### config.mk
export PLATFORM = sky130hd
export DESIGN_NAME = cart_mapper
export DESIGN_NICKNAME = d
export VERILOG_FILES = /design/src/cart_pkg.sv /design/src/cart_mapper.sv
export VERILOG_INCLUDE_DIRS = /design/src
export SDC_FILE = /design/constraint.sdc
export NUM_CORES = 1
export LEC_CHECK = 0
export BUFFER_PORTS_ARGS = -buffer_cell sky130_fd_sc_hd__buf_2
export CAP_MARGIN = 20
export CORE_ASPECT_RATIO = 0.6
export CORE_MARGIN = 4
export CORE_UTILIZATION = 53
export DETAILED_ROUTE_END_ITERATION = 10
export PLACE_DENSITY = 0.8
export SLEW_MARGIN = 20
export SYNTH_ARGS = -nofsm -noshare
export SYNTH_HDL_FRONTEND = slang
export SYNTH_SLANG_ARGS = --single-unit
### constraint.sdc
create_clock -name clk -period 3.25 [get_ports clk]
set_input_delay 0.65 -clock clk [delete_from_list [all_inputs] [get_ports clk]]
set_output_delay 0.65 -clock clk [all_outputs]
set_load 0.03 [all_outputs]
### src/cart_config.svh
/*
 * Cartridge controller constants
 * Store geometry, bank window, ROM header offsets and detection defaults
 */

`ifndef CART_CONFIG_SVH
`define CART_CONFIG_SVH

// ===========================================================================
// Store and banking geometry
// ===========================================================================

// 16K words of on-chip ROM store
`define CART_STORE_AW 14

// Word address bits inside one bank window
`define CART_WIN_AW 8

// SSF2 style bank registers
`define CART_BANK_COUNT 8
`define CART_BANK_W 6

// ===========================================================================
// ROM header layout
// ===========================================================================

// Serial number words, byte addresses
`define CART_HDR_SERIAL_FIRST 'h182
`define CART_HDR_SERIAL_LAST 'h188

// Write to this address commits the lookup
`define CART_HDR_DECIDE 'h190

// Menacer style sensor delay for titles not in the table
`define CART_GUN_DELAY_DEFAULT 8'd44

`endif

### src/cart_pkg.sv
/*
 * Cartridge controller types
 * Download beats, store handshake, 68000 bus and detection results
 */

`include "cart_config.svh"

package cart_pkg;

	// One host download beat, byte address and 16-bit word
	typedef struct packed {
		logic [24:0] addr;
		logic [15:0] data;
		logic        wr;
	} dl_word_t;

	// Store request, transfer starts when req toggles
	typedef struct packed {
		logic [`CART_STORE_AW-1:0] addr;
		logic [15:0]               wdata;
		logic                      we;
		logic                      req;
	} rom_req_t;

	// Store response, done when ack equals req
	typedef struct packed {
		logic [15:0] rdata;
		logic        ack;
	} rom_rsp_t;

	// 68000 cartridge bus as seen by the cartridge
	typedef struct packed {
		logic [23:1] addr;
		logic [15:0] data_wr;
		logic        cs;
		logic        oe;
		logic        lwr;
		logic        uwr;
		logic        time_sel;
	} cart_bus_t;

	// Per-title settings taken from the header serial
	typedef struct packed {
		logic       ym2612_quirk;
		logic       gun_type;
		logic [7:0] gun_sensor_delay;
	} cart_quirk_t;

	typedef logic [`CART_BANK_W-1:0] bank_t;

endpackage

### src/cart_mapper.sv
/*
 * Cartridge bus mapper
 * SSF2 bank registers, address translation and ROM reads with dtack
 */

`timescale 1ns/10ps
`include "cart_config.svh"

module cart_mapper (
	input  logic                      clk,
	input  logic                      reset,
	input  cart_pkg::cart_bus_t       bus,
	input  logic [`CART_STORE_AW-1:0] rom_mask,
	output cart_pkg::rom_req_t        req,
	input  cart_pkg::rom_rsp_t        rsp,
	output logic [15:0]               cart_data,
	output logic                      cart_dtack
);

	localparam int SEL_W = $clog2(`CART_BANK_COUNT);
	localparam int AW    = `CART_STORE_AW;

	cart_pkg::bank_t  bank [`CART_BANK_COUNT];
	logic             bank_use;
	logic [SEL_W-1:0] win_sel;
	logic [AW-1:0]    map_addr;
	logic [AW-1:0]    rd_addr;
	logic             old_oe;
	logic             rd_pending;
	logic             req_tog;
	logic             rd_start;
	logic             rd_done;

	// ========================================================================
	// Bank registers, written in the /TIME area
	// ========================================================================

	always_ff @(posedge clk) begin
		if (reset) begin
			for (int i = 0; i < `CART_BANK_COUNT; i++)
				bank[i] <= cart_pkg::bank_t'(i);
			bank_use <= 1'b0;
		end else if (bus.lwr && bus.time_sel && bus.addr[SEL_W:1] != '0) begin
			bank[bus.addr[SEL_W:1]] <= bus.data_wr[`CART_BANK_W-1:0];
			bank_use                <= 1'b1;
		end
	end

	// Window select sits right above the window offset
	assign win_sel  = bus.addr[`CART_WIN_AW+SEL_W:`CART_WIN_AW+1];
	assign map_addr = (bank_use ? {bank[win_sel], bus.addr[`CART_WIN_AW:1]}
	                            : bus.addr[AW:1]) & rom_mask;

	// ========================================================================
	// Read path
	// ========================================================================

	assign rd_start = bus.oe & ~old_oe & bus.cs & ~rd_pending;
	assign rd_done  = rd_pending & (req_tog == rsp.ack);

	always_ff @(posedge clk) begin
		if (reset) begin
			old_oe     <= 1'b0;
			rd_pending <= 1'b0;
			req_tog    <= 1'b0;
			cart_dtack <= 1'b0;
		end else begin
			old_oe <= bus.oe;
			if (rd_start) begin
				req_tog    <= ~req_tog;
				rd_pending <= 1'b1;
			end
			// Late data after oe already dropped is not acknowledged
			if (rd_done) begin
				rd_pending <= 1'b0;
				cart_dtack <= bus.oe;
			end else if (!bus.oe) begin
				cart_dtack <= 1'b0;
			end
		end
	end

	always_ff @(posedge clk) begin
		if (rd_start)
			rd_addr <= map_addr;
		if (rd_done)
			cart_data <= rsp.rdata;
	end

	// Read only port
	assign req = '{addr: rd_addr, wdata: 16'h0000, we: 1'b0, req: req_tog};

endmodule

==> run metrics <==
outcome=complete, no violations; Fmax achieved=473 MHz; Global Route Usage Sum=18.2%; Max Used Layer=met4; routed vias/inst=5.11; Nets=408; Worst Hold Slack=0.484 ns; FF+latch count, synth=83; crit end category=flip-flop; number of enable flip-flop cells after synthesis=78; # setup viols final=0; Layout Area Growth over Synthesis=21.4%; I/O pin count=126; IR drop worst, VDD=307 uV; Die Y=71.7 um; Rel. slew slack=47.7%; critical-path maximum fanout=19; Clock Tree Buf Depth=2; drt drc=0; Slowest cell on crit path=nand4b_1; Tcrit/Tclk final=65.1%; power density over cell area=571 mW/mm^2; CP peak stage delay=0.49 ns; Req. time, crit path=3.28 ns; kind of critical path=input pin to flip-flop; sequential share of power=50.2%; Netlist cell types=40; Clock Latency Late Sink=0.34 ns; Worst Skew=0.00805 ns; startpoint types=input pin; combinational share of power=8.7%; Worst-Margin Slew=0.785 ns; met2 WL=3.12 mm; Starting Density=56.5%; core area=0.00633 sq mm; CP Cell Sequence=buf_2, nand4b_1, nor2_1, or2_2; Sw Pwr=0.569 mW; routed len/inst=17.1 um; drt pass-1 iters=4; CTS-repair resized insts=0; post-route cell area=0.00435 sq mm; largest net degree at the start of global routing=20; post-synth top area share=65.4%; CP arrival=2.14 ns; cts bufs inserted=9; Netlist Area Pre-Place=0.00358 sq mm; max-capacitance violation count=0; Post-DP HPWL=5.44 mm; share of layout cells above drive strength 1=36.9%; final hold violation count=0; Post-CTS Setup Inserts=0; Max Slew Vio Count=0; Tightest Hold Check Type=input pin to flip-flop; initial antenna violation count=0; placed cell areas=0.00404 sq mm; H-tree Lvls=3; clk sink count=83; die width=114 um; reg2reg setup slack=1.70 ns; total global routing overflow=0; CTS tree=built; pre-CTS setup slack=0.802 ns; largest cells by area after synthesis=edfxtp_1 65%, and2_1 6.8%, buf_4 3.8%; Post-Syn Instances=232; Clk pwr share=41.1%; die footprint=0.00818 sq mm; vias post-DR=2147; FF+latch area=0.00244 sq mm; floorplan row count=22; hold_buf cts=0; Final ANT Viol Nets=0; multi-input logic area=0.00102 sq mm; Crit path max-delay family=simple AND/OR/NAND/NOR gates; net switching share of the total power=22.9%; area leader, netlist=edfxtp_1; vias in the first global route=2045; Fill cells=457; ys flop type=edfxtp_1; worst path bufs/invs=1; total wire length=7.19 mm; Pwr Total=2.48 mW; antenna cells=0; GP Congestion=0.826; internal cell power=1.91 mW; root buf cell=clkbuf_16; register area share after synthesis=68.2%; fin crit period=2.12 ns; WL met3=873 um; ys async rst share=0%; Worst-path clk slew=0.07 ns; Final TNS setup=0 ns; Yosys warnings=0; Avg Inst Size Synth=15.4 sq um; Leak=1.74 nW; Starting DRT DRC Count=161; RSZ-0062 raised after global routing=no; port bufs=88; worst setup margin=1.13 ns; met1 WL=3.13 mm; first-pass GRT wire length=11.0 mm
## cells in the final DEF (no fill, tap or decap), drive strengths merged, types with 2 or more instances in the layout
cell / n
o32ai: 2
nor2: 9
nor3: 2
nor2b: 3
dfxtp: 5
inv: 7
edfxtp: 78
mux4: 7
and2: 39
buf: 90
o21ai: 2
mux2: 3
mux2i: 7
clkinv: 2
xnor2: 2
or2: 7
conb: 23
nand2: 4
o22ai: 2
o31a: 2
nand2b: 3
clkbuf: 9
or3: 11
and3: 2
## kinds of logic after synthesis
kind of cell	synth area share, %
multiplexers	7.72
buffers and inverters	5.52
flip-flops	68.2
AO/OA/AOI/OAI	3.50
AND/OR/NAND/NOR	14.4
other	0.105
XOR/XNOR	0.489
## power by group through the flow
stage / clock, mW / combinational [mW] / sequential (mW)
6_report: 1.02 / 0.217 / 1.24
5_1_grt: 1.08 / 0.235 / 1.25
4_1_cts: 1.03 / 0.217 / 1.24
3_5_place_dp: 0 / 0.217 / 1.27
3_3_place_gp: 0 / 0.213 / 1.26
2_1_floorplan: 0 / 0.130 / 1.29
## sequential cells by signal, summed over array words and instances, names as in the netlist
signal,flops
req_tog,1
cart_data,16
bank_use,1
cart_dtack,1
old_oe,1
rd_addr,14
bank,48
rd_pending,1
## layer usage
layer / vias to the layer above / global-route usage, %
li1: 1016 / -
met2: 101 / 25.1
met5: - / 0
met4: 0 / 4.35
met3: 11 / 7.09
met1: 1019 / 27.1
## area by class of cell
type | count | area share, %
Clock buffer | 9 | 5.18
Tap cell | 84 | 2.42
Clock inverter | 7 | 1.87
Timing Repair Buffer | 90 | 10.5
Sequential cell | 83 | 56.2
Inverter | 4 | 0.345
Multi-Input combinational cell | 143 | 23.5
## worst reg2reg max path, cell delays in order, from the launching register on
cell	delay, ns
edfxtp_1	0.38
mux4_2	0.48
nor2b_1	0.14
o31a_1	0.30
## cells in the mapped netlist, types with 4 or more instances
library cell   n
and2_1        39
buf_4         18
dfxtp_1        5
edfxtp_1      78
inv_1          4
mux2i_1        7
mux4_1         4
nand2_1        4
nor2_1         9
or2_2          7
or3_1         11
## worst paths after layout
kind / startpoint / end / cells after the start
max: reset / bank[5][3] / 4
min: rsp[9] / cart_data[8] / 1
max reg2reg: bank[7][3] / rd_addr[11] / 3
min reg2reg: cart_dtack / cart_dtack / 1
## through the flow
stage | std cells | util (%)
final | 420 | 68.7
after detailed placement | 404 | 63.8
after floorplan | 254 | -
after global routing | 420 | 68.7
after CTS | 420 | 68.7
after global placement | 404 | 63.8
Note: power is estimated with default switching activity, not from simulation.
