<file path="src/cart_config.svh">
/*
 * Cartridge controller constants
 * Store geometry, bank window, ROM header offsets and detection defaults
 */

`ifndef CART_CONFIG_SVH
`define CART_CONFIG_SVH

// ===========================================================================
// Store and banking geometry
// ===========================================================================

// 16K words of on-chip ROM store
`define CART_STORE_AW 14

// Word address bits inside one bank window
`define CART_WIN_AW 8

// SSF2 style bank registers
`define CART_BANK_COUNT 8
`define CART_BANK_W 6

// ===========================================================================
// ROM header layout
// ===========================================================================

// Serial number words, byte addresses
`define CART_HDR_SERIAL_FIRST 'h182
`define CART_HDR_SERIAL_LAST 'h188

// Write to this address commits the lookup
`define CART_HDR_DECIDE 'h190

// Menacer style sensor delay for titles not in the table
`define CART_GUN_DELAY_DEFAULT 8'd44

`endif

</file>
<file path="src/cart_pkg.sv">
/*
 * Cartridge controller types
 * Download beats, store handshake, 68000 bus and detection results
 */

`include "cart_config.svh"

package cart_pkg;

	// One host download beat, byte address and 16-bit word
	typedef struct packed {
		logic [24:0] addr;
		logic [15:0] data;
		logic        wr;
	} dl_word_t;

	// Store request, transfer starts when req toggles
	typedef struct packed {
		logic [`CART_STORE_AW-1:0] addr;
		logic [15:0]               wdata;
		logic                      we;
		logic                      req;
	} rom_req_t;

	// Store response, done when ack equals req
	typedef struct packed {
		logic [15:0] rdata;
		logic        ack;
	} rom_rsp_t;

	// 68000 cartridge bus as seen by the cartridge
	typedef struct packed {
		logic [23:1] addr;
		logic [15:0] data_wr;
		logic        cs;
		logic        oe;
		logic        lwr;
		logic        uwr;
		logic        time_sel;
	} cart_bus_t;

	// Per-title settings taken from the header serial
	typedef struct packed {
		logic       ym2612_quirk;
		logic       gun_type;
		logic [7:0] gun_sensor_delay;
	} cart_quirk_t;

	typedef logic [`CART_BANK_W-1:0] bank_t;

endpackage

</file>
<file path="src/cart_detect.sv">
/*
 * ROM header detection
 * Captures the serial during download and looks up sound and light-gun settings
 */

`timescale 1ns/10ps
`include "cart_config.svh"

module cart_detect (
	input  logic                   clk,
	input  logic                   reset,
	input  logic                   cart_dl,
	input  cart_pkg::dl_word_t     dl,
	output cart_pkg::cart_quirk_t  quirks
);

	localparam int SERIAL_WORDS =
		(`CART_HDR_SERIAL_LAST - `CART_HDR_SERIAL_FIRST) / 2 + 1;

	logic                      old_dl;
	logic                      beat;
	logic [16*SERIAL_WORDS-1:0] serial;

	// Table of known titles
	function automatic cart_pkg::cart_quirk_t lookup(input logic [63:0] id);
		cart_pkg::cart_quirk_t q;
		q.ym2612_quirk     = 1'b0;
		q.gun_type         = 1'b0;
		q.gun_sensor_delay = `CART_GUN_DELAY_DEFAULT;
		case (id)
			"T-35036 ", "T-25073 ", "MK-1137-", "G-4034  ": q.ym2612_quirk = 1'b1;
			default: q.ym2612_quirk = 1'b0;
		endcase
		// Light-gun titles and their sensor offsets
		case (id)
			"MK-1533 ": q.gun_sensor_delay = 8'd100;
			"T-95096-": begin
				q.gun_type         = 1'b1;
				q.gun_sensor_delay = 8'd52;
			end
			"T-95136-": begin
				q.gun_type         = 1'b1;
				q.gun_sensor_delay = 8'd30;
			end
			"MK-1658 ": q.gun_sensor_delay = 8'd120;
			"T-081156": q.gun_sensor_delay = 8'd126;
			default: q.gun_type = 1'b0;
		endcase
		return q;
	endfunction

	assign beat = cart_dl & dl.wr;

	// Host words carry the even byte in the low half, so swap
	always_ff @(posedge clk) begin
		if (beat) begin
			for (int i = 0; i < SERIAL_WORDS; i++) begin
				if (dl.addr == `CART_HDR_SERIAL_FIRST + 2 * i)
					serial[16*(SERIAL_WORDS-1-i) +: 16] <= {dl.data[7:0], dl.data[15:8]};
			end
		end
	end

	always_ff @(posedge clk) begin
		if (reset) begin
			old_dl <= 1'b0;
			quirks <= '{1'b0, 1'b0, `CART_GUN_DELAY_DEFAULT};
		end else begin
			old_dl <= cart_dl;
			if (cart_dl && !old_dl)
				quirks <= '{1'b0, 1'b0, `CART_GUN_DELAY_DEFAULT};
			if (beat && dl.addr == `CART_HDR_DECIDE)
				quirks <= lookup(serial);
		end
	end

endmodule

</file>
<file path="config.mk">
export PLATFORM = sky130hd
export DESIGN_NAME = cart_detect
export DESIGN_NICKNAME = d
export VERILOG_FILES = /design/src/cart_pkg.sv /design/src/cart_detect.sv
export VERILOG_INCLUDE_DIRS = /design/src
export SDC_FILE = /design/constraint.sdc
export NUM_CORES = 1
export LEC_CHECK = 0
export BUFFER_PORTS_ARGS = -buffer_cell sky130_fd_sc_hd__buf_4
export CELL_PAD_IN_SITES_DETAIL_PLACEMENT = 1
export CELL_PAD_IN_SITES_GLOBAL_PLACEMENT = 2
export CORE_MARGIN = 5
export CORE_UTILIZATION = 34
export CTS_CLUSTER_DIAMETER = 60
export CTS_CLUSTER_SIZE = 12
export DETAILED_ROUTE_END_ITERATION = 12
export PLACE_DENSITY = 0.81
export SETUP_SLACK_MARGIN = 0.05
export SYNTH_ARGS = -nofsm -noshare
export SYNTH_HDL_FRONTEND = slang
export SYNTH_SLANG_ARGS = --single-unit
</file>
<file path="constraint.sdc">
create_clock -name clk -period 3.1 [get_ports clk]
set_input_delay 0.31 -clock clk [delete_from_list [all_inputs] [get_ports clk]]
set_output_delay 0.31 -clock clk [all_outputs]
set_load 0.02 [all_outputs]
</file>
==> results.py <==
metrics = {
    "outcome": {
        "status": "finished, final reports clean",
    },
    "power_and_ir_drop": {
        "swShare": 0.1906,
        "vdd_drop_max_v": 0.0004360,
        "p_comb_frac": 0.034,
        "leakage_uw": 0.001244,
        "internal-power_uw": 1641,
        "p_per_area_mw_per_mm2": 535.7,
        "seq_power_share": 0.526,
        "power_switching_uw": 386.2,
        "clkPwrFrac": 0.440,
    },
    "clock_tree": {
        "cts_root_buffer": "clkbuf_8",
        "h-tree-depth": 3,
        "cts_setup_buffers": 0,
        "clockBufferDepth": 2,
        "cts-resized-gates": 0,
        "cts_tree": "done",
        "tritoncts.num_buffers": 9,
        "clk_pin_slew_ns": 0.08,
        "clk_latency_ns": 0.35,
        "clock-sinks": 73,
        "hold_buffers": 0,
    },
    "cells_and_area": {
        "area_growth_pct": 27.22,
        "seqCellArea_mm2": 0.002102,
        "final_net_count": 322,
        "final_core_util": 0.4381,
        "drive_gt1_frac": 0.2811,
        "mostFrequentLayoutCells": "64 x edfxtp_1, 58 x buf_4, 16 x nor2_1",
        "multi_input_area_um2": 868.3,
        "final_common_cell": "edfxtp_1",
        "fill_cells": 915,
        "diodes": 0,
    },
    "grt": {
        "overflow": 0,
        "grt_pass1_vias": 2238,
        "grt_start_max_net_pins": 17,
        "antenna_found_initial": 0,
        "grt_pass1_wl_um": 12050,
        "grt_usage": 0.1438,
    },
    "sta": {
        "fin_tns_setup_ns": 0,
        "fin_skew_ns": 0.008983,
        "fmax_mhz": 411.5,
        "period_minus_slack_ns": 2.430,
        "final-max-slew-violation-count": 0,
        "finalHoldViolCount": 0,
        "setup_ws_ns": 0.6696,
        "max-slew-margin-rel": 0.4968,
        "worst_slew_pin_slew_ns": 0.7447,
        "rsz0062_at_grt": "false",
        "min_period_over_period": 0.7840,
        "finalSetupViolations": 0,
    },
    "worst_setup_path": {
        "path_class": "flip-flop to flip-flop",
        "r2r_setup_slack_ns": 0.67,
        "required_ns": 3.38,
        "cp-start-kind": "flip-flop",
        "worstSetupEndpointType": "flip-flop",
        "reg2regPathDepth": 6,
        "cp_data_arrival_time_ns": 2.71,
        "critPathMaxFanout": 4,
    },
    "synthesis": {
        "netlist_area_mm2": 0.002974,
        "synth-seq-cells": 73,
        "synth-compound-area-share": 0.03113,
        "syn_area_per_cell_um2": 14.16,
        "synthFlopType": "edfxtp_1",
        "yosysSeqAreaShare": 0.7068,
        "synth_xor_xnor_area_share": 0,
        "synthMuxAreaShare": 0.003786,
        "synth.largest_area_cell": "edfxtp_1",
        "yosys-top-cells-area": "edfxtp_1 65%, dfxtp_1 6.1%, nand4_1 2.5%, nand3_1 2.2%, nor4_1 2.1%",
        "yosys_warnings": 0,
        "synth_top_family_by_area": "simple AND/OR/NAND/NOR gates",
        "synth_top_area_frac": 0.6462,
        "async_flop_share": 0,
        "synthAdderAreaFrac": 0,
        "synth_simple_gate_area_share": 0.2495,
        "synthDistinctLibCells": 38,
        "synth_edf_count": 64,
        "synthCells": 210,
    },
    "drt": {
        "ant_nets": 0,
        "vias_per_cell": 5.316,
        "dr.pass1.iters": 4,
        "wl_per_cell_um": 18.92,
        "num_vias": 2068,
        "routed_wl_um": 7360,
        "initialDrtViolationCount": 160,
        "drc": 0,
    },
    "min_path": {
        "hold_class": "input pin to flip-flop",
        "holdPathStages": 1,
    },
    "floorplanning": {
        "fp.coreArea_mm2": 0.008636,
        "start_util": 0.3444,
        "die_x_um": 103.5,
        "die-area_mm2": 0.01072,
        "core.rowCount": 34,
        "num_io_pins": 55,
        "fp.dieH_um": 103.5,
    },
    "placed_design": {
        "io_buffers": 52,
        "gp_congestion": 0.8621,
        "pre_cts_ws_ns": 0.6470,
        "place_hpwl_um": 5702,
    },
    "job": {
        "max_cap_viol_count": 0,
    },
}
## state kept, by name, indices dropped and copies added, names as in the netlist
| signal | flops |
|---|---|
| serial | 64 |
| quirks | 8 |
| old_dl | 1 |
## final cells by class
type | count | share of cell area
multi-input combinational | 134 | 0.2295
clock buffer | 9 | 0.03274
clock inverter | 6 | 0.03042
timing repair buffer | 58 | 0.1151
tap | 108 | 0.03571
sequential | 73 | 0.5556
inverter | 1 | 0.0009921
## critical path, stage by stage, from the launching register on
cell and delay, ns:
edfxtp_1 0.38, nor3b_1 0.37, nand3_1 0.21, or4_1 0.54
or4_4 0.55, a21o_1 0.20, a21oi_2 0.10
## power groups by stage
stage | combinational, uW | sequential [uW] | clock, uW
detailed placement | 70.1 | 1090 | 0
global route | 75.6 | 1070 | 966
finish | 69.4 | 1070 | 891
global placement | 67.5 | 1090 | 0
floorplan | 11.8 | 1090 | 0
CTS | 70.4 | 1070 | 911
## stage by stage
| step | total power [uW] | area (um2) | cells | hold slack, ns |
|---|---|---|---|---|
| 3_3_place_gp | 1156 | 3545 | 374 | 0.4438 |
| 2_1_floorplan | 1101 | 2984 | 211 | 0.3724 |
| 6_report | 2027 | 3784 | 389 | 0.1655 |
| 3_5_place_dp | 1159 | 3545 | 374 | 0.4452 |
| 5_1_grt | 2108 | 3784 | 389 | 0.1447 |
| 4_1_cts | 2048 | 3784 | 389 | 0.1561 |
## kinds of logic (layout without fill, tap and decap cells)
kind of cell           after synthesis  in the layout
other                                1              2
buffers and inverters                4             74
AO/OA/AOI/OAI                       12             12
flip-flops                          73             73
multiplexers                         1              1
AND/OR/NAND/NOR                    119            119
## worst paths after layout
path	start	end
worst max-delay path	serial[61]$_DFFE_PP_	quirks[1]$_SDFFE_PP0P_
worst min-delay path	dl[11]	serial[50]$_DFFE_PP_
worst max register to register	serial[61]$_DFFE_PP_	quirks[1]$_SDFFE_PP0P_
worst min register to register	quirks[9]$_SDFFE_PP0P_	quirks[9]$_SDFFE_PP0P_
## Yosys cell counts (2+ instances only)
library cell,n
nor4_1,10
and4b_1,3
o21a_1,2
nand2_1,12
o21ai_1,2
nor3_1,5
and2_1,3
or4_4,2
edfxtp_1,64
or3_1,2
nor4b_1,6
nand3_1,13
and3b_1,2
nand4b_1,3
or4_1,2
nor4bb_1,5
nand4_1,12
buf_4,2
dfxtp_1,9
nor2_1,16
nand2b_1,3
nand3b_1,4
nor2b_1,7
nor3b_1,6
a22o_1,2
## per-layer routing
metal  part of all wire  GRT usage  vias to the layer above  routed length, um
li1                   -          -                      972                  -
met1               0.44     0.1883                     1020               3226
met2               0.49     0.2313                       62               3616
met3              0.049    0.03794                       14                362
met4              0.021    0.04780                        0                154
met5                  0          0                        -                  0
Power figures use the tool's default switching activity.
