### src/cart_config.svh
/*
 * Cartridge controller constants
 * Store geometry, bank window, ROM header offsets and detection defaults
 */

`ifndef CART_CONFIG_SVH
`define CART_CONFIG_SVH

// ===========================================================================
// Store and banking geometry
// ===========================================================================

// 16K words of on-chip ROM store
`define CART_STORE_AW 14

// Word address bits inside one bank window
`define CART_WIN_AW 8

// SSF2 style bank registers
`define CART_BANK_COUNT 8
`define CART_BANK_W 6

// ===========================================================================
// ROM header layout
// ===========================================================================

// Serial number words, byte addresses
`define CART_HDR_SERIAL_FIRST 'h182
`define CART_HDR_SERIAL_LAST 'h188

// Write to this address commits the lookup
`define CART_HDR_DECIDE 'h190

// Menacer style sensor delay for titles not in the table
`define CART_GUN_DELAY_DEFAULT 8'd44

`endif

### src/cart_pkg.sv
/*
 * Cartridge controller types
 * Download beats, store handshake, 68000 bus and detection results
 */

`include "cart_config.svh"

package cart_pkg;

	// One host download beat, byte address and 16-bit word
	typedef struct packed {
		logic [24:0] addr;
		logic [15:0] data;
		logic        wr;
	} dl_word_t;

	// Store request, transfer starts when req toggles
	typedef struct packed {
		logic [`CART_STORE_AW-1:0] addr;
		logic [15:0]               wdata;
		logic                      we;
		logic                      req;
	} rom_req_t;

	// Store response, done when ack equals req
	typedef struct packed {
		logic [15:0] rdata;
		logic        ack;
	} rom_rsp_t;

	// 68000 cartridge bus as seen by the cartridge
	typedef struct packed {
		logic [23:1] addr;
		logic [15:0] data_wr;
		logic        cs;
		logic        oe;
		logic        lwr;
		logic        uwr;
		logic        time_sel;
	} cart_bus_t;

	// Per-title settings taken from the header serial
	typedef struct packed {
		logic       ym2612_quirk;
		logic       gun_type;
		logic [7:0] gun_sensor_delay;
	} cart_quirk_t;

	typedef logic [`CART_BANK_W-1:0] bank_t;

endpackage

### src/cart_loader.sv
/*
 * ROM download producer
 * Turns host words into store writes and tracks ROM size and address mask
 */

`timescale 1ns/10ps
`include "cart_config.svh"

module cart_loader (
	input  logic                      clk,
	input  logic                      reset,
	input  logic                      cart_dl,
	input  cart_pkg::dl_word_t        dl,
	output cart_pkg::rom_req_t        req,
	input  cart_pkg::rom_rsp_t        rsp,
	output logic                      cart_dl_wait,
	output logic [`CART_STORE_AW-1:0] rom_mask
);

	logic                      old_dl;
	logic                      dl_rise;
	logic                      beat;
	logic [`CART_STORE_AW-1:0] rom_sz;
	logic [`CART_STORE_AW-1:0] base;
	logic [`CART_STORE_AW-1:0] mask_base;
	logic [`CART_STORE_AW-1:0] wr_addr;
	logic [15:0]               wr_data;
	logic                      req_tog;

	assign dl_rise = cart_dl & ~old_dl;
	assign beat    = cart_dl & dl.wr;

	// A beat in the very first download cycle already sees the cleared state
	assign base      = dl_rise ? '0 : rom_sz;
	assign mask_base = dl_rise ? '0 : rom_mask;

	// ========================================================================
	// Size, mask and handshake
	// ========================================================================

	always_ff @(posedge clk) begin
		if (reset) begin
			old_dl       <= 1'b0;
			req_tog      <= 1'b0;
			cart_dl_wait <= 1'b0;
		end else begin
			old_dl <= cart_dl;

			if (dl_rise) begin
				rom_sz   <= '0;
				rom_mask <= '0;
			end

			if (beat) begin
				rom_sz       <= base + 1'b1;
				rom_mask     <= mask_base | base;
				req_tog      <= ~req_tog;
				cart_dl_wait <= 1'b1;
			end else if (cart_dl_wait && (req_tog == rsp.ack)) begin
				// Write landed in the store
				cart_dl_wait <= 1'b0;
			end
		end
	end

	// Write payload, held stable while the request is in flight
	always_ff @(posedge clk) begin
		if (beat) begin
			wr_addr <= base;
			wr_data <= dl.data;
		end
	end

	assign req = '{addr: wr_addr, wdata: wr_data, we: 1'b1, req: req_tog};

endmodule

### config.mk
export PLATFORM = sky130hd
export DESIGN_NAME = cart_loader
export DESIGN_NICKNAME = d
export VERILOG_FILES = /design/src/cart_pkg.sv /design/src/cart_loader.sv
export VERILOG_INCLUDE_DIRS = /design/src
export SDC_FILE = /design/constraint.sdc
export NUM_CORES = 1
export LEC_CHECK = 0
export ABC_AREA = 1
export BUFFER_PORTS_ARGS = -buffer_cell sky130_fd_sc_hd__buf_4
export CAP_MARGIN = 20
export CORE_MARGIN = 2
export CORE_UTILIZATION = 51
export DETAILED_ROUTE_END_ITERATION = 10
export GPL_ROUTABILITY_DRIVEN = 0
export PLACE_DENSITY = 0.9
export SLEW_MARGIN = 20
export SYNTH_ARGS = -nofsm -noshare
export SYNTH_HDL_FRONTEND = slang
export SYNTH_SLANG_ARGS = --single-unit
### constraint.sdc
create_clock -name clk -period 4.75 [get_ports clk]
set_input_delay 0.7125 -clock clk [delete_from_list [all_inputs] [get_ports clk]]
set_output_delay 0.7125 -clock clk [all_outputs]
set_load 0.01 [all_outputs]
==> results.md <==
- Sorting the synthesized cells by how often they occur yields 58 x sky130_fd_sc_hd__edfxtp_1, 48 x sky130_fd_sc_hd__nand2_1, 29 x sky130_fd_sc_hd__inv_1.
- For this design the ratio of total power to cell area is approximately 380 mW/mm^2.
- Internal power comes to 0.9823 mW.
- The count of boundary I/O pins is 109.
- The worst-case IR drop observed on VDD is 0.1695 mV.
- Of the cells placed in the final design, the portion with a size suffix greater than 1 is 31.38%.
- In the final timing run, aggregate negative setup slack is 0 ns.
- The floorplan step set the die width to 75.04 microns.
- The number of global-route vias before repair is 1798.
- The final-layout worst hold slack is 0.5553 ns.
- The share of the yosys chip area belonging to registers is 70.00%.
- The post-cts repair resize count is 0.
- Counting instances, the worst hold path has a depth of 1.
- The cell at the root of the clock tree is sky130_fd_sc_hd__clkbuf_8.
- Counting every net in the synthesized netlist gives roughly 280.
- The number of antenna violations at the first check in global routing is 0.
- Counting along the longest clock path gives a buffer depth of 2.
- After layout, the minimum clock period comes to 2.500 ns.
- The layout net count is 348.
- From synthesis to final layout, the design area changed by 29.65%.
- The met2 track demand over resource is 32.07%.
- The number of synthesized flops with an enable pin is 58.
- The number of max-capacitance violations reported is 0.
- The share of total power consumed by net switching is 21.99%.
- The HPWL after detailed placement is 3273 microns.
- The share of total power dissipated in combinational logic is 10.3%.
- The floorplan has 25 rows.
- The die boundary height is 75.04 microns.
- The number of failing setup endpoints in the final timing report is 0.
- The number of instances in the synthesized netlist is 214.
- The placed standard-cell area is 0.003103 sq mm.
- The worst register-to-register path begins at old_dl$_SDFF_PP0_.
- At the placement stage, the worst setup path has a slack of approximately 1.9 ns.
- The number of slew-limit violations in the final report is 0.
- The Yosys warning count is 0.
- The final number of hold-violating endpoints came to 0.
- The initial utilization of the core area, before any placement, comes to 53.78%.
- The class of the worst hold path is in -> reg.
- The worst register-to-register path ends at rom_sz[6]$_DFFE_PN_.
- STA puts the critical path data required time at 4.84 ns.
- The final-layout fill cell count is 338.
- Between clock sinks in the finished design, the worst skew comes to 0.007908 ns.
- The number of clock buffers inserted by TritonCTS is 9.
- Measured in cells, the most critical reg-to-reg path has a length of 11.
- The maximum number of pins on one net before global-route repair is 36.
- Timing would allow up to 400.0 MHz.
- The first global-routing pass estimated ~8000 microns of wire.
- By area the synthesized netlist is led by sky130_fd_sc_hd__edfxtp_1 68%, sky130_fd_sc_hd__nand2_1 7.0%, sky130_fd_sc_hd__inv_1 4.2%, sky130_fd_sc_hd__nand3_1 3.1%, sky130_fd_sc_hd__o21ai_0 2.9%.
- Using the TritonRoute via totals, the vias-per-cell ratio works out to 5.162.
- The number of detailed-route iterations in the first pass is 4.
- The sequential power share is between 50% and 60%.
- The distinct cell type count after synthesis is 25.
- The largest driver fanout on the critical path is 28.
- In the routed design, unresolved DRC markers number 0.
- The most numerous cell in the Yosys netlist is sky130_fd_sc_hd__edfxtp_1.
- The cell area that synthesis handed to floorplanning was ~0.0026 sq mm.
- The total clock sinks is 61.
- The path with the worst hold slack has its endpoint at wr_data[3]$_DFFE_PP_.
- The clock network is responsible for between 30% and 40% of the overall power.
- The biggest area contributor in the post-synthesis netlist is sky130_fd_sc_hd__edfxtp_1.
- The transition time at the pin with the least slew margin is about 1 ns.
- The cts-stage hold buffer count is 0.
- The average instance in the mapped netlist occupies ~12 sq um.
- TritonCTS built the clock tree.
- Setup repair after global routing left no endpoint under its margin.
- The clock-pin slew of the registers on the worst-case setup and hold paths is 0.07 ns.
- The detailed router finished its first iteration with between 150 and 200 violations.
- The quantity of I/O buffers inserted on ports is 66.
- The number of nets with antenna violations after detailed routing is 0.
- STA puts the critical path data arrival time at 2.59 ns.
- The total setup buffers inserted after CTS is 0.
- The met1 usage is a little under a quarter.
- 0 antenna diodes ended up in the layout.
- In this run the most critical hold path is launched from dl[4].
- The post-synthesis sequential element count is 61.
- For met3 alone, demand over resource in global routing was 5.355%.
- The kind of end point of the critical path is a flop.
- The later pin in the worst-skew pair is clocked with a latency of 0.33 ns.
- In this run the number of H-tree levels came out at 3.
- The die covers 0.005631 sq mm.
- The global routing usage summed across all routing layers is around 19%.
- In the final routed layout, each cell accounts on average for 14.24 microns.
- The portion of the clock cycle consumed by the worst path in the final layout is 52.63%.
- The run finished with clean final reports.
- The detailed router placed ~1800 vias in this run.
- The layer with the highest usage is met2.
- Among all flip-flop cells after synthesis, the most frequent one is sky130_fd_sc_hd__edfxtp_1.
- The setup slack of the critical path after layout is 2.250 ns.
- The switching power total is between 0.2 and 0.3 mW.
- The type of element launching the critical path is an input pin.
- For this block, the routed nets add up to around 5000 microns of wire.
- The share of flip-flops with an asynchronous set or reset after synthesis is 0%.
- After floorplanning, the core was sized to cover 0.004786 sq mm.
- The total leakage power is ~1.5 nW.
- After routing the design area is 0.003337 sq mm.
- The total global routing overflow is 0.
- In this run the biggest area consumer among cell types represents 67.67% of the synthesized area.
- The worst slew margin relative to its limit is roughly a third.
- The worst register-to-register path has a setup slack of 2.63 ns.
- The class of the most critical setup path is in -> reg.
-- logic make-up after synthesis --
| kind of cell | count (synthesis) | share of synthesized area, % |
|---|---|---|
| AOI/OAI and AO/OA | 20 | 4.084 |
| xor gates and xnor gates | 5 | 1.701 |
| adders and majority gates | 1 | 0.4861 |
| buffers and inverters | 37 | 6.465 |
| DFF | 61 | 70.00 |
| other | 1 | 0.1457 |
| and+or+nand+nor | 89 | 17.11 |
-- metal layers --
layer  up-vias  wire length, microns
met5         -                     0
met3        13                   558
met2       107                  2448
met4         0                   140
li1        864                     -
met1       859                  1936
-- worst max-delay path, stage by stage --
cell	delay [ns]
sky130_fd_sc_hd__buf_4	0.12
sky130_fd_sc_hd__nand2_2	0.29
sky130_fd_sc_hd__inv_1	0.85
sky130_fd_sc_hd__nand3_1	0.14
sky130_fd_sc_hd__nor2_1	0.24
sky130_fd_sc_hd__nand3_1	0.12
sky130_fd_sc_hd__nand2_1	0.07
sky130_fd_sc_hd__nand2_1	0.05
-- layout make-up --
class	count	area (sq um)	area share (%)
sequential	61	1802	53.99
multi-input combinational	116	605.6	18.15
timing repair buffer	68	530.5	15.90
clock buffer	11	131.4	3.937
inverter	29	108.9	3.262
tap	67	83.83	2.512
clock inverter	5	75.07	2.250
-- per-stage QoR --
stage	std cells	utilization, %	total power [mW]
2_1_floorplan	214	-	0.7249
3_3_place_gp	340	64.84	0.7819
3_5_place_dp	340	64.84	0.7877
4_1_cts	356	69.15	1.265
5_1_grt	357	69.73	1.304
6_report	357	69.73	1.259
-- cells in the final DEF (no fill, tap or decap), drive strengths merged, types with 2 or more instances in the layout --
| cell type | Yosys | layout |
|---|---|---|
| xor2 | 5 | 5 |
| nor2 | 12 | 12 |
| nand2 | 51 | 51 |
| nand3 | 17 | 17 |
| clkbuf | 0 | 11 |
| o21ai | 16 | 16 |
| inv | 29 | 28 |
| edfxtp | 58 | 58 |
| a21oi | 2 | 2 |
| nand4 | 8 | 8 |
| clkinv | 0 | 3 |
| buf | 8 | 68 |
| dfxtp | 3 | 3 |
| bufinv | 0 | 2 |
-- registers in the layout (all words and copies together), names as in the netlist --
signal / cells
rom_mask: 14
old_dl: 1
wr_addr: 14
rom_sz: 14
req_tog: 1
wr_data: 16
cart_dl_wait: 1
-- how the worst max path moves through the flow --
stage             from              endpoint  slack [ns]  cells past startpoint
3_5_place_dp   cart_dl  rom_sz[13]$_DFFE_PN_        1.94                      8
5_1_grt        cart_dl  rom_sz[13]$_DFFE_PN_        2.10                      8
2_1_floorplan  cart_dl   rom_sz[6]$_DFFE_PN_        2.63                     11
6_report       cart_dl  rom_sz[13]$_DFFE_PN_        2.25                      8
3_3_place_gp   cart_dl  rom_sz[13]$_DFFE_PN_        1.98                      8
4_1_cts        cart_dl  rom_sz[13]$_DFFE_PN_        2.28                      8
-- power by group through the flow --
stage               logic, mW  clock network [mW]  registers, mW
floorplan              0.0544                   0          0.671
global placement        0.123                   0          0.659
detailed placement      0.127                   0          0.661
CTS                     0.128               0.486          0.650
global route            0.144               0.507          0.654
finish                  0.130               0.479          0.650
Note: power is estimated with default switching activity, not from simulation.
